[src/hdl/race_consts.svh]
`ifndef RACE_CONSTS_SVH
`define RACE_CONSTS_SVH

// 640x480 at 25 MHz with horizontal counts in pixels
`define H_DISPLAY    640
`define H_SYNC_START 656
`define H_SYNC_END   751
`define H_TOTAL      800

// vertical in lines
`define V_DISPLAY    480
`define V_SYNC_START 490
`define V_SYNC_END   491
`define V_TOTAL      525

// car sprites are square
`define SPRITE_SIZE  16

// first hblank pixel of the row fetch window
`define LOAD_HPOS    640

// start positions
`define PLAYER_X0    312
`define PLAYER_Y0    400
`define ENEMY_X0     64
`define ENEMY_Y0     100

// player and enemy bounds
`define ROAD_MIN_X   64
`define ROAD_MAX_X   560
`define PLAYER_MIN_Y 16
`define PLAYER_MAX_Y 448

`define ENEMY_STEP   2 // enemy pixels per frame

`endif

[src/hdl/race_pkg.sv]
package race_pkg;

	typedef logic [9:0] coord_t;      // screen x or y
	typedef logic [4:0] track_pos_t;  // stripe scroll phase
	typedef logic [7:0] sprite_row_t; // half-width car row
	typedef logic [3:0] row_idx_t;
	typedef logic [2:0] rgb_t;        // {blue, green, red}

	typedef struct packed {
		coord_t hpos;
		coord_t vpos;
		logic   display_on;
	} beam_t;

	typedef struct packed {
		logic left;
		logic right;
		logic up;
		logic down;
	} joy_t;

	typedef struct packed {
		logic vstart; // first sprite line reached
		logic hstart; // sprite column reached on a sprite line
		logic load;   // row fetch window in hblank
	} sprite_strobe_t;

	typedef enum logic [2:0] {
		wait_v,
		wait_load,
		load,
		wait_h,
		draw
	} render_state_t;

	typedef enum logic {
		dir_right,
		dir_left
	} enemy_dir_t;

	// left half of the car with bit 7 at the outer edge
	localparam sprite_row_t car_rows [0:15] = '{
		8'b0000_0000,
		8'b0000_1110,
		8'b0011_1110,
		8'b0111_1100,
		8'b0111_0100,
		8'b0110_0000,
		8'b0011_0000,
		8'b0011_1000,
		8'b0001_1000,
		8'b0001_1000,
		8'b0011_1000,
		8'b0110_1110,
		8'b1110_1110,
		8'b1111_1110,
		8'b1110_1110,
		8'b0010_1100
	};

endpackage

[src/hdl/video_timing.sv]
`timescale 1ns/100ps
`include "race_consts.svh"

module video_timing (
	input  logic            clk25mhz,
	input  logic            rst,
	output race_pkg::beam_t beam,
	output logic            hsync,
	output logic            vsync
);

	race_pkg::coord_t hcount;
	race_pkg::coord_t vcount;
	logic             line_end;
	logic             frame_end;
	logic             h_active;
	logic             v_active;

	assign line_end  = (hcount == race_pkg::coord_t'(`H_TOTAL - 1));
	assign frame_end = line_end && (vcount == race_pkg::coord_t'(`V_TOTAL - 1));

	always_ff @(posedge clk25mhz) begin
		if (rst) begin
			hcount <= '0;
			vcount <= '0;
		end else if (line_end) begin
			hcount <= '0;
			if (frame_end) begin
				vcount <= '0;
			end else begin
				vcount <= vcount + 1'b1;
			end
		end else begin
			hcount <= hcount + 1'b1;
		end
	end

	// sync levels decoded from the same count the beam shows
	assign hsync = (hcount >= race_pkg::coord_t'(`H_SYNC_START)) &&
		(hcount <= race_pkg::coord_t'(`H_SYNC_END));
	assign vsync = (vcount >= race_pkg::coord_t'(`V_SYNC_START)) &&
		(vcount <= race_pkg::coord_t'(`V_SYNC_END));

	assign h_active = (hcount < race_pkg::coord_t'(`H_DISPLAY));
	assign v_active = (vcount < race_pkg::coord_t'(`V_DISPLAY));

	assign beam = '{
		hpos:       hcount,
		vpos:       vcount,
		display_on: h_active && v_active
	};

endmodule

[src/hdl/sprite_renderer.sv]
`timescale 1ns/100ps
`include "race_consts.svh"

module sprite_renderer (
	input  logic                     clk25mhz,
	input  logic                     rst,
	input  race_pkg::sprite_strobe_t strobe,
	output logic                     gfx,
	output logic                     busy
);

	localparam int unsigned xcount_w = $clog2(`SPRITE_SIZE);

	race_pkg::render_state_t state;
	race_pkg::row_idx_t      row_idx;  // bitmap row for the next line
	race_pkg::sprite_row_t   row_bits; // fetched row, held while drawing
	logic [xcount_w-1:0]     xcount;   // pixel within the line
	logic [2:0]              bit_sel;
	logic                    last_pixel;
	logic                    last_row;

	assign last_pixel = (xcount == xcount_w'(`SPRITE_SIZE - 1));
	assign last_row   = (row_idx == race_pkg::row_idx_t'(`SPRITE_SIZE - 1));

	// bits 7..0 on the left half, then 0..7 for the mirrored right half
	assign bit_sel = xcount[xcount_w-1] ? xcount[2:0] : ~xcount[2:0];

	always_ff @(posedge clk25mhz) begin
		if (rst) begin
			state   <= race_pkg::wait_v;
			row_idx <= '0;
			xcount  <= '0;
		end else begin
			case (state)
				race_pkg::wait_v: begin
					if (strobe.vstart) begin
						state   <= race_pkg::wait_load;
						row_idx <= '0;
					end
				end
				race_pkg::wait_load: begin
					if (strobe.load) begin
						state <= race_pkg::load;
					end
				end
				race_pkg::load: begin
					state <= race_pkg::wait_h; // row latched this cycle
				end
				race_pkg::wait_h: begin
					if (strobe.hstart) begin
						state  <= race_pkg::draw;
						xcount <= '0;
					end
				end
				race_pkg::draw: begin
					xcount <= xcount + 1'b1;
					if (last_pixel) begin
						if (last_row) begin
							state <= race_pkg::wait_v; // whole car done
						end else begin
							state   <= race_pkg::wait_load;
							row_idx <= row_idx + 1'b1;
						end
					end
				end
				default: begin
					state <= race_pkg::wait_v;
				end
			endcase
		end
	end

	// row fetch straight from the shared bitmap
	always_ff @(posedge clk25mhz) begin
		if (state == race_pkg::load) begin
			row_bits <= race_pkg::car_rows[row_idx];
		end
	end

	assign gfx  = (state == race_pkg::draw) && row_bits[bit_sel];
	assign busy = (state != race_pkg::wait_v);

endmodule

[src/hdl/race_control.sv]
`timescale 1ns/100ps
`include "race_consts.svh"

module race_control (
	input  logic                     clk25mhz,
	input  logic                     rst,
	input  race_pkg::beam_t          beam,
	input  race_pkg::joy_t           joy,
	input  logic                     player_gfx,
	input  logic                     enemy_gfx,
	input  logic                     track_gfx,
	output race_pkg::sprite_strobe_t player_strobe,
	output race_pkg::sprite_strobe_t enemy_strobe,
	output race_pkg::track_pos_t     track_pos,
	output logic                     crash
);

	race_pkg::coord_t     player_x;
	race_pkg::coord_t     player_y;
	race_pkg::coord_t     enemy_x;
	race_pkg::coord_t     enemy_next_x;
	race_pkg::enemy_dir_t enemy_dir;
	logic                 frame_end;
	logic                 load_window;
	logic                 hit;
	logic                 collision; // sticky within the current frame

	function automatic race_pkg::sprite_strobe_t sprite_strobes(
		input race_pkg::beam_t  b,
		input race_pkg::coord_t x,
		input race_pkg::coord_t y,
		input logic             in_load
	);
		race_pkg::sprite_strobe_t s;
		s.vstart = (b.vpos == y) && (b.hpos == '0);
		// rows are shown on lines y+1 .. y+16
		s.hstart = (b.hpos == x) && (b.vpos > y) &&
			(b.vpos <= y + race_pkg::coord_t'(`SPRITE_SIZE));
		s.load   = in_load;
		return s;
	endfunction

	// last pixel of the frame
	assign frame_end = (beam.hpos == race_pkg::coord_t'(`H_TOTAL - 1)) &&
		(beam.vpos == race_pkg::coord_t'(`V_TOTAL - 1));

	assign load_window = (beam.hpos >= race_pkg::coord_t'(`LOAD_HPOS)) &&
		(beam.hpos <= race_pkg::coord_t'(`LOAD_HPOS + 3));

	assign player_strobe = sprite_strobes(beam, player_x, player_y, load_window);
	assign enemy_strobe  = sprite_strobes(beam, enemy_x,
		race_pkg::coord_t'(`ENEMY_Y0), load_window); // enemy y never moves

	// first active input wins and a blocked direction means no move
	always_ff @(posedge clk25mhz) begin
		if (rst) begin
			player_x <= race_pkg::coord_t'(`PLAYER_X0);
			player_y <= race_pkg::coord_t'(`PLAYER_Y0);
		end else if (frame_end) begin
			if (joy.left) begin
				if (player_x > race_pkg::coord_t'(`ROAD_MIN_X)) begin
					player_x <= player_x - 1'b1;
				end
			end else if (joy.right) begin
				if (player_x < race_pkg::coord_t'(`ROAD_MAX_X)) begin
					player_x <= player_x + 1'b1;
				end
			end else if (joy.up) begin
				if (player_y > race_pkg::coord_t'(`PLAYER_MIN_Y)) begin
					player_y <= player_y - 1'b1;
				end
			end else if (joy.down) begin
				if (player_y < race_pkg::coord_t'(`PLAYER_MAX_Y)) begin
					player_y <= player_y + 1'b1;
				end
			end
		end
	end

	assign enemy_next_x = (enemy_dir == race_pkg::dir_right) ?
		enemy_x + race_pkg::coord_t'(`ENEMY_STEP) :
		enemy_x - race_pkg::coord_t'(`ENEMY_STEP);

	always_ff @(posedge clk25mhz) begin
		if (rst) begin
			enemy_x   <= race_pkg::coord_t'(`ENEMY_X0);
			enemy_dir <= race_pkg::dir_right;
			track_pos <= '0;
		end else if (frame_end) begin
			enemy_x   <= enemy_next_x;
			track_pos <= track_pos + 1'b1; // stripes scroll one step
			if (enemy_next_x >= race_pkg::coord_t'(`ROAD_MAX_X)) begin
				enemy_dir <= race_pkg::dir_left;
			end else if (enemy_next_x <= race_pkg::coord_t'(`ROAD_MIN_X)) begin
				enemy_dir <= race_pkg::dir_right;
			end
		end
	end

	assign hit = player_gfx && (enemy_gfx || track_gfx);

	always_ff @(posedge clk25mhz) begin
		if (rst) begin
			collision <= 1'b0;
			crash     <= 1'b0;
		end else if (frame_end) begin
			crash     <= collision || hit; // report the frame just ended
			collision <= 1'b0;
		end else if (hit) begin
			collision <= 1'b1;
		end
	end

endmodule

[src/hdl/playfield_composer.sv]
`timescale 1ns/100ps

module playfield_composer (
	input  race_pkg::beam_t      beam,
	input  race_pkg::track_pos_t track_pos,
	input  logic                 player_gfx,
	input  logic                 enemy_gfx,
	output logic                 track_gfx,
	output race_pkg::rgb_t       rgb
);

	logic offside;
	logic shoulder;
	logic red;
	logic green;
	logic blue;

	// offside is hpos below 64 or 576 to 639
	assign offside = (beam.hpos[9:6] == 4'd0) || (beam.hpos[9:6] == 4'd9);

	// 8-pixel shoulders at 56..63 and 576..583
	assign shoulder = (beam.hpos[9:3] == 7'd7) || (beam.hpos[9:3] == 7'd72);

	// stripes are gaps where the line pair matches the scroll phase
	assign track_gfx = offside && (beam.vpos[5:1] != track_pos);

	assign red   = beam.display_on && (player_gfx || enemy_gfx || shoulder);
	assign green = beam.display_on && (player_gfx || track_gfx);
	assign blue  = beam.display_on && (enemy_gfx || shoulder);

	assign rgb = {blue, green, red};

endmodule

[src/hdl/racing_game_top.sv]
`timescale 1ns/100ps

module racing_game_top (
	input  logic           clk25mhz,
	input  logic           rst,
	input  race_pkg::joy_t joy,
	output logic           hsync,
	output logic           vsync,
	output race_pkg::rgb_t rgb,
	output logic           crash
);

	race_pkg::beam_t          beam;
	race_pkg::sprite_strobe_t player_strobe;
	race_pkg::sprite_strobe_t enemy_strobe;
	race_pkg::track_pos_t     track_pos;
	logic                     player_gfx;
	logic                     enemy_gfx;
	logic                     track_gfx;

	video_timing u_video_timing (
		.clk25mhz (clk25mhz),
		.rst      (rst),
		.beam     (beam),
		.hsync    (hsync),
		.vsync    (vsync)
	);

	race_control u_race_control (
		.clk25mhz      (clk25mhz),
		.rst           (rst),
		.beam          (beam),
		.joy           (joy),
		.player_gfx    (player_gfx),
		.enemy_gfx     (enemy_gfx),
		.track_gfx     (track_gfx),
		.player_strobe (player_strobe),
		.enemy_strobe  (enemy_strobe),
		.track_pos     (track_pos),
		.crash         (crash)
	);

	sprite_renderer u_player_renderer (
		.clk25mhz (clk25mhz),
		.rst      (rst),
		.strobe   (player_strobe),
		.gfx      (player_gfx),
		.busy     ()
	);

	sprite_renderer u_enemy_renderer (
		.clk25mhz (clk25mhz),
		.rst      (rst),
		.strobe   (enemy_strobe),
		.gfx      (enemy_gfx),
		.busy     ()
	);

	playfield_composer u_playfield_composer (
		.beam       (beam),
		.track_pos  (track_pos),
		.player_gfx (player_gfx),
		.enemy_gfx  (enemy_gfx),
		.track_gfx  (track_gfx),
		.rgb        (rgb)
	);

endmodule

[config.mk]
export PLATFORM = sky130hd
export DESIGN_NAME = racing_game_top
export DESIGN_NICKNAME = d
export VERILOG_FILES = /design/src/hdl/race_pkg.sv /design/src/hdl/video_timing.sv /design/src/hdl/sprite_renderer.sv /design/src/hdl/race_control.sv /design/src/hdl/playfield_composer.sv /design/src/hdl/racing_game_top.sv
export VERILOG_INCLUDE_DIRS = /design/src /design/src/hdl
export SDC_FILE = /design/constraint.sdc
export NUM_CORES = 1
export LEC_CHECK = 0
export BUFFER_PORTS_ARGS = -buffer_cell sky130_fd_sc_hd__buf_2
export CORE_ASPECT_RATIO = 0.7
export CORE_MARGIN = 3
export CORE_UTILIZATION = 45
export CTS_CLUSTER_DIAMETER = 150
export DETAILED_ROUTE_END_ITERATION = 8
export SLEW_MARGIN = 20
export SYNTH_ARGS = -nofsm -noshare
export SYNTH_HDL_FRONTEND = slang
export SYNTH_SLANG_ARGS = --single-unit
export TNS_END_PERCENT = 20
[constraint.sdc]
create_clock -name clk25mhz -period 2.5 [get_ports clk25mhz]
set_clock_uncertainty 0.1 [all_clocks]
set_input_delay 0.375 -clock clk25mhz [delete_from_list [all_inputs] [get_ports clk25mhz]]
set_output_delay 0.375 -clock clk25mhz [all_outputs]
set_load 0.05 [all_outputs]
==> impl_metrics.env, run 1 <==
export IMPL_status="finished, violations left"
export IMPL_violations="setup timing"
export IMPL_clkSinkCount=93
export IMPL_clk_latency_ns=0.36
export IMPL_grt_setup_unrepaired="yes"
export IMPL_worst_path_stages=11
export IMPL_crit_path_start_kind="flop"
export IMPL_reg2reg_from="u_race_control.player_y[4]"
export IMPL_synth_area_leaders="dfxtp_1 (24%), ha_1 (12%), edfxtp_1 (6.4%), xnor2_1 (5.2%), nor2_1 (5.1%)"
export IMPL_hold_class="reg -> reg"
export IMPL_yosysWarningCount=0
export IMPL_ys_ff_latch=93
export IMPL_cp_num_buf_inv=0
export IMPL_cts_buffer_depth=2
export IMPL_clkPwrFrac_pct=49.1
export IMPL_rr_worst_depth=11
export IMPL_synth_top_family_by_area="simple AND/OR/NAND/NOR gates"
export IMPL_max_stage_delay_ns=0.41
export IMPL_synthAdderAreaFrac_pct=13.1
export IMPL_relSlewSlack_pct=54.4
export IMPL_wl_per_cell_um=15.2
export IMPL_viasPerCell=5.48
export IMPL_synth_simple_area_share_pct=22.6
export IMPL_grt_use_total_pct=20.4
export IMPL_vias=5713
export IMPL_avgSynthCellArea_um2=8.39
export IMPL_synth_compound_area_share_pct=15.5
export IMPL_crit_chain="ha_4 -> nand3_2 -> xnor2_1 -> ha_1 -> nand4_1 -> or3b_4 -> a21o_1 -> a31oi_2 -> a311oi_2 -> and4b_2 -> a2111oi_4"
export IMPL_r2r_end="u_player_renderer.xcount[3]"
export IMPL_netlist_area_leader_share_pct=24.1
export IMPL_worst_pin_slew_ns=0.683
export IMPL_syn_inst=783
export IMPL_synthArstFlopShare_pct=0
export IMPL_clock_root_buffer="clkbuf_16"
export IMPL_synth_seq_area_share_pct=30.5
export IMPL_p_int_mw=2.58
export IMPL_crit_path_end="u_player_renderer.xcount[3]"
export IMPL_htree_levels=3
export IMPL_p_switching_mw=0.700
export IMPL_power_density_mw_per_mm2=416
export IMPL_period_needed_ns=2.72
export IMPL_min_path_cells=2
export IMPL_nets=920
export IMPL_clk_pin_slew_ns=0.07
export IMPL_placementRows=36
export IMPL_io_pins=12
export IMPL_tritoncts="built"
export IMPL_combPwrFrac_pct=4.6
export IMPL_grt_overflow=0
export IMPL_gp_congestion=0.847
export IMPL_yosys_area_top_type="dfxtp_1"
export IMPL_die_x_um=150
export IMPL_start_util_pct=46.6
export IMPL_timing_final_ws_setup_ns=-0.215
export IMPL_setup_violations=12
export IMPL_drive_above_1_share_pct=20.3
export IMPL_ir_worst_vdd_mv=0.367
export IMPL_postCtsSetupRepairBufs=0
export IMPL_synth_flop_cell="dfxtp_1"
export IMPL_ant_nets=0
export IMPL_area_growth_pct=20.0
export IMPL_reg2reg_slack_ns=-0.22
export IMPL_report_final_slew_viol_count=0
export IMPL_die_area_mm2=0.0161
export IMPL_hold_slack_ns=0.404
export IMPL_drc_errors=0
export IMPL_hpwl_um=11800
export IMPL_cp_arrival_ns=2.87
export IMPL_multi_input_area_mm2=0.00440
export IMPL_netlist_area_mm2=0.00657
export IMPL_wl_um=15800
export IMPL_worstSetupEndpointType="flop"
export IMPL_register_area_mm2=0.00202
export IMPL_cts_buffers=9
export IMPL_crit_path_max_fanout=5
export IMPL_yosysUniqueCellTypes=71
export IMPL_synth_edf_count=14
export IMPL_grt_max_degree=48
export IMPL_fill_cells=1263
export IMPL_setup_tns_ns=-1.39
export IMPL_portBuffers=11
export IMPL_syn_nets=856
export IMPL_drtPass1Iterations=5
export IMPL_first_global_vias=5445
export IMPL_core_area_mm2=0.0141
export IMPL_cp_top_family="simple AND/OR/NAND/NOR gates"
export IMPL_required_ns=2.66
export IMPL_swShare_pct=21.3
export IMPL_path_class="reg -> reg"
export IMPL_p_seq_share_pct=46.3
export IMPL_startpoint="u_race_control.player_y[4]"
export IMPL_critPathSlowestCell="or3b_4"
export IMPL_max_clock_freq_ghz=0.368
export IMPL_hold_viol_final=0
export IMPL_p_leak_nw=3.19
export IMPL_finalCritPeriodShare_pct=109
export IMPL_grt_antenna_before_repair=0
export IMPL_diodes=0
export IMPL_drv_cap=0
export IMPL_synth_xor_xnor_area_share_pct=9.73
export IMPL_grt_first_pass_wirelength_um=26600
export IMPL_die_h_um=107
export IMPL_detail_route_iter0_violations=361
export IMPL_synth_mux_area_share_pct=3.39
==> state kept, by name, summed over array words and instances, names as in the netlist, 5 cells and up <==
signal,flops
u_race_control.player_x,10
u_video_timing.hcount,10
u_race_control.player_y,10
u_race_control.track_pos,5
u_player_renderer.row_bits,7
u_video_timing.vcount,10
u_enemy_renderer.row_bits,7
u_race_control.enemy_x,9
==> area by class of cell <==
cell class	count	area share, %
multi-input combinational	611	55.9
sequential	93	25.7
timing repair buffer	93	9.11
clock buffer	11	3.08
tap	190	3.02
inverter	39	1.86
clock inverter	5	1.37
==> cell usage after synthesis, types with 3 or more instances <==
cell type,number
a211oi_1,12
nor3b_1,3
a31oi_1,10
inv_1,38
a211o_1,3
o2111ai_1,4
a21oi_1,52
nand2_1,63
nor4_1,8
edfxtp_1,14
buf_1,5
nor2_1,89
o21a_1,5
xor2_1,34
xnor2_1,39
nand4_1,13
nand2b_1,6
mux2i_1,11
mux4_2,4
or3_1,11
ha_1,64
fa_1,3
and3_1,8
buf_4,4
a21o_1,6
o211ai_1,12
and4_1,3
and2_1,6
nand3_1,29
or4_1,5
dfxtp_1,79
or2_2,3
nor3_1,15
nand3b_1,4
nor2b_1,13
o21ai_0,35
clkbuf_1,26
==> worst min-delay path: stages, from the launching register on <==
cell and delay [ns]:
dfxtp_1 0.31, nor2_1 0.09, a211oi_1 0.05
==> routing by layer <==
metal,routed length (um),up-vias,global-route usage (%)
li1,-,2915,-
met1,7880,2682,28.9
met2,6950,99,31.1
met3,778,17,5.11
met4,179,0,5.16
met5,0,-,0
==> worst min path at each step <==
stage / to / from
floorplan: u_race_control.enemy_x[3] / u_race_control.enemy_x[3]
global placement: u_enemy_renderer.row_idx[1] / u_enemy_renderer.row_idx[1]
detailed placement: u_enemy_renderer.row_idx[1] / u_enemy_renderer.row_idx[1]
CTS: u_enemy_renderer.row_idx[1] / u_enemy_renderer.row_idx[1]
global route: u_enemy_renderer.row_idx[1] / u_enemy_renderer.row_idx[1]
finish: u_race_control.crash / u_race_control.crash
==> through the flow <==
stage	power (mW)	instance area, um2	cells	utilization (%)	setup WS, ns
after global placement	1.70	7350	1026	52.1	-0.219
after global routing	3.39	7880	1042	55.9	-0.337
final	3.28	7880	1042	55.9	-0.215
after detailed placement	1.70	7350	1026	52.1	-0.343
after CTS	3.32	7780	1042	55.2	-0.197
after floorplan	1.65	6610	783	-	-0.142
==> power by group through the flow <==
stage / clock network (mW) / registers (mW) / logic (mW)
floorplan: 0 / 1.55 / 0.0987
global placement: 0 / 1.55 / 0.142
detailed placement: 0 / 1.55 / 0.147
CTS: 1.65 / 1.52 / 0.150
global route: 1.70 / 1.52 / 0.169
finish: 1.61 / 1.52 / 0.151
==> cells by family after synthesis <==
family / count (synthesis)
AO/OA/AOI/OAI: 162
XOR/XNOR: 73
adder cells (fa/ha/maj): 67
buffers and inverters: 79
flip-flops: 93
multiplexers: 17
AND/OR/NAND/NOR: 292
==> placed cells by master (no fill, tap or decap), types with 11 or more instances in the layout <==
cell type	count
nand3_1	27
xor2_1	34
o211ai_1	12
ha_1	63
nand4_1	13
mux2i_1	11
o21ai_0	30
nor2_1	87
nor2b_1	12
xnor2_1	39
dfxtp_2	12
inv_1	37
nor3_1	14
a21oi_1	51
buf_4	79
nand2_1	63
dfxtp_1	65
edfxtp_1	14
==> repair_timing <==
action                                  4_1_cts  5_1_grt
hold buffers                                  0        0
resized for setup                            26       26
pin swaps                                    13        9
endpoints found under the setup margin       17       28
Power figures use the tool's default switching activity.
==> inputs of run 2 (changes only) <==
Clock period 2.5 ns to 2.22 ns, I/O delays scaled along.
==> impl_metrics.env, run 2 (synthesis results as in run 1) <==
export IMPL_relSlewSlack_pct=62.5
export IMPL_worstSetupEndpointType="flop"
export IMPL_final_common_cell="buf_4"
export IMPL_required_ns=2.40
export IMPL_drive_above_1_share_pct=29.8
export IMPL_hold_viol_final=0
export IMPL_crit_path_max_fanout=4
export IMPL_grt_antenna_before_repair=0
export IMPL_hpwl_um=12800
export IMPL_power_density_mw_per_mm2=438
export IMPL_crit_path_start_kind="flop"
export IMPL_hold_slack_ns=0.333
export IMPL_p_leak_nw=3.58
export IMPL_drv_cap=0
export IMPL_tritoncts="built"
export IMPL_worst_pin_slew_ns=0.561
export IMPL_period_needed_ns=2.70
export IMPL_drtPass1Iterations=7
export IMPL_area_growth_pct=30.6
export IMPL_first_global_vias=5962
export IMPL_diodes=0
export IMPL_utilization_pct=60.9
export IMPL_clkSinkCount=93
export IMPL_die_area_mm2=0.0161
export IMPL_final_cell_mix="buf_4 (132), nor2_1 (86), nand2_1 (61), ha_1 (60), dfxtp_1 (60)"
export IMPL_die_h_um=107
export IMPL_status="finished, violations left"
export IMPL_wl_um=17000
export IMPL_dpl_cell_area_mm2=0.00788
export IMPL_setup_violations=38
export IMPL_cts_buffer_depth=2
export IMPL_timing_final_ws_setup_ns=-0.484
export IMPL_htree_levels=3
export IMPL_grt_first_pass_wirelength_um=28200
export IMPL_grt_max_degree=48
export IMPL_core_area_mm2=0.0141
export IMPL_max_clock_freq_ghz=0.370
export IMPL_vias=6017
export IMPL_gp_congestion=0.887
export IMPL_cp_arrival_ns=2.88
export IMPL_placementRows=36
export IMPL_grt_overflow=0
export IMPL_grt_use_total_pct=21.7
export IMPL_clock_root_buffer="clkbuf_16"
export IMPL_nets=981
export IMPL_viasPerCell=5.46
export IMPL_report_final_slew_viol_count=0
export IMPL_die_x_um=150
export IMPL_violations="setup timing"
export IMPL_clk_pin_slew_ns=0.07
export IMPL_cts_buffers=9
export IMPL_setup_tns_ns=-6.85
export IMPL_hold_class="in -> reg"
export IMPL_finalCritPeriodShare_pct=122
export IMPL_path_class="reg -> reg"
export IMPL_final_cell_area_mm2=0.00858
export IMPL_placed_cells=1083
export IMPL_grt_setup_unrepaired="yes"
export IMPL_portBuffers=11
export IMPL_io_pins=12
export IMPL_wl_per_cell_um=15.4
export IMPL_ant_nets=0
export IMPL_final_cells=1103
export IMPL_start_util_pct=46.6
export IMPL_ir_worst_vdd_mv=0.440
export IMPL_dp_slack_ns=-0.562
export IMPL_clk_latency_ns=0.36
export IMPL_total_power_mw=3.75
export IMPL_drc_errors=0
export IMPL_detail_route_iter0_violations=259
-- run 2: what timing repair did --
item,CTS,global route
buffers inserted,3,2
endpoints found under the setup margin,61,67
gates resized for setup,47,42
hold buffers,0,0
pin swaps,21,18
-- run 2: layer usage --
layer / GRT usage [%] / vias to the layer above / wire, um
li1: - / 3029 / -
met1: 29.3 / 2862 / 8140
met2: 34.7 / 103 / 7840
met3: 5.37 / 23 / 832
met4: 5.74 / 0 / 233
met5: 0 / - / 0
-- run 2: final timing paths --
path,start,cells past startpoint,slack (ns),endpoint
setup / recovery,u_race_control.player_y[4],12,-0.48,u_player_renderer.state[1]
hold / removal,rst,3,0.33,u_race_control.player_x[0]
setup reg to reg,u_race_control.player_y[4],12,-0.48,u_player_renderer.state[1]
hold reg to reg,u_race_control.crash,2,0.39,u_race_control.crash
-- run 2: layout make-up --
class | count | area, um2
fill | 1227 | 5520
multi-input combinational | 611 | 4560
sequential | 93 | 2040
timing repair buffer | 154 | 1240
clock buffer | 10 | 250
tap | 190 | 238
inverter | 39 | 149
clock inverter | 6 | 108
-- run 2: where the power goes --
part	total (mW)	switching (mW)	internal, mW
Clock	1.85	0.681	1.17
Sequential	1.71	0.00618	1.70
Combinational	0.203	0.110	0.0932
Total	3.75	0.797	2.96
-- run 2: worst max-delay path, cell delays in order (launching register included) --
cell and delay, ns:
dfxtp_4 0.38, ha_4 0.14, nand3_2 0.07, xnor2_1 0.12
ha_1 0.29, nand4_1 0.12, or3b_4 0.43, a21o_1 0.18
a31oi_2 0.20, a311oi_2 0.06, buf_4 0.17, a21bo_2 0.19
a211oi_2 0.16
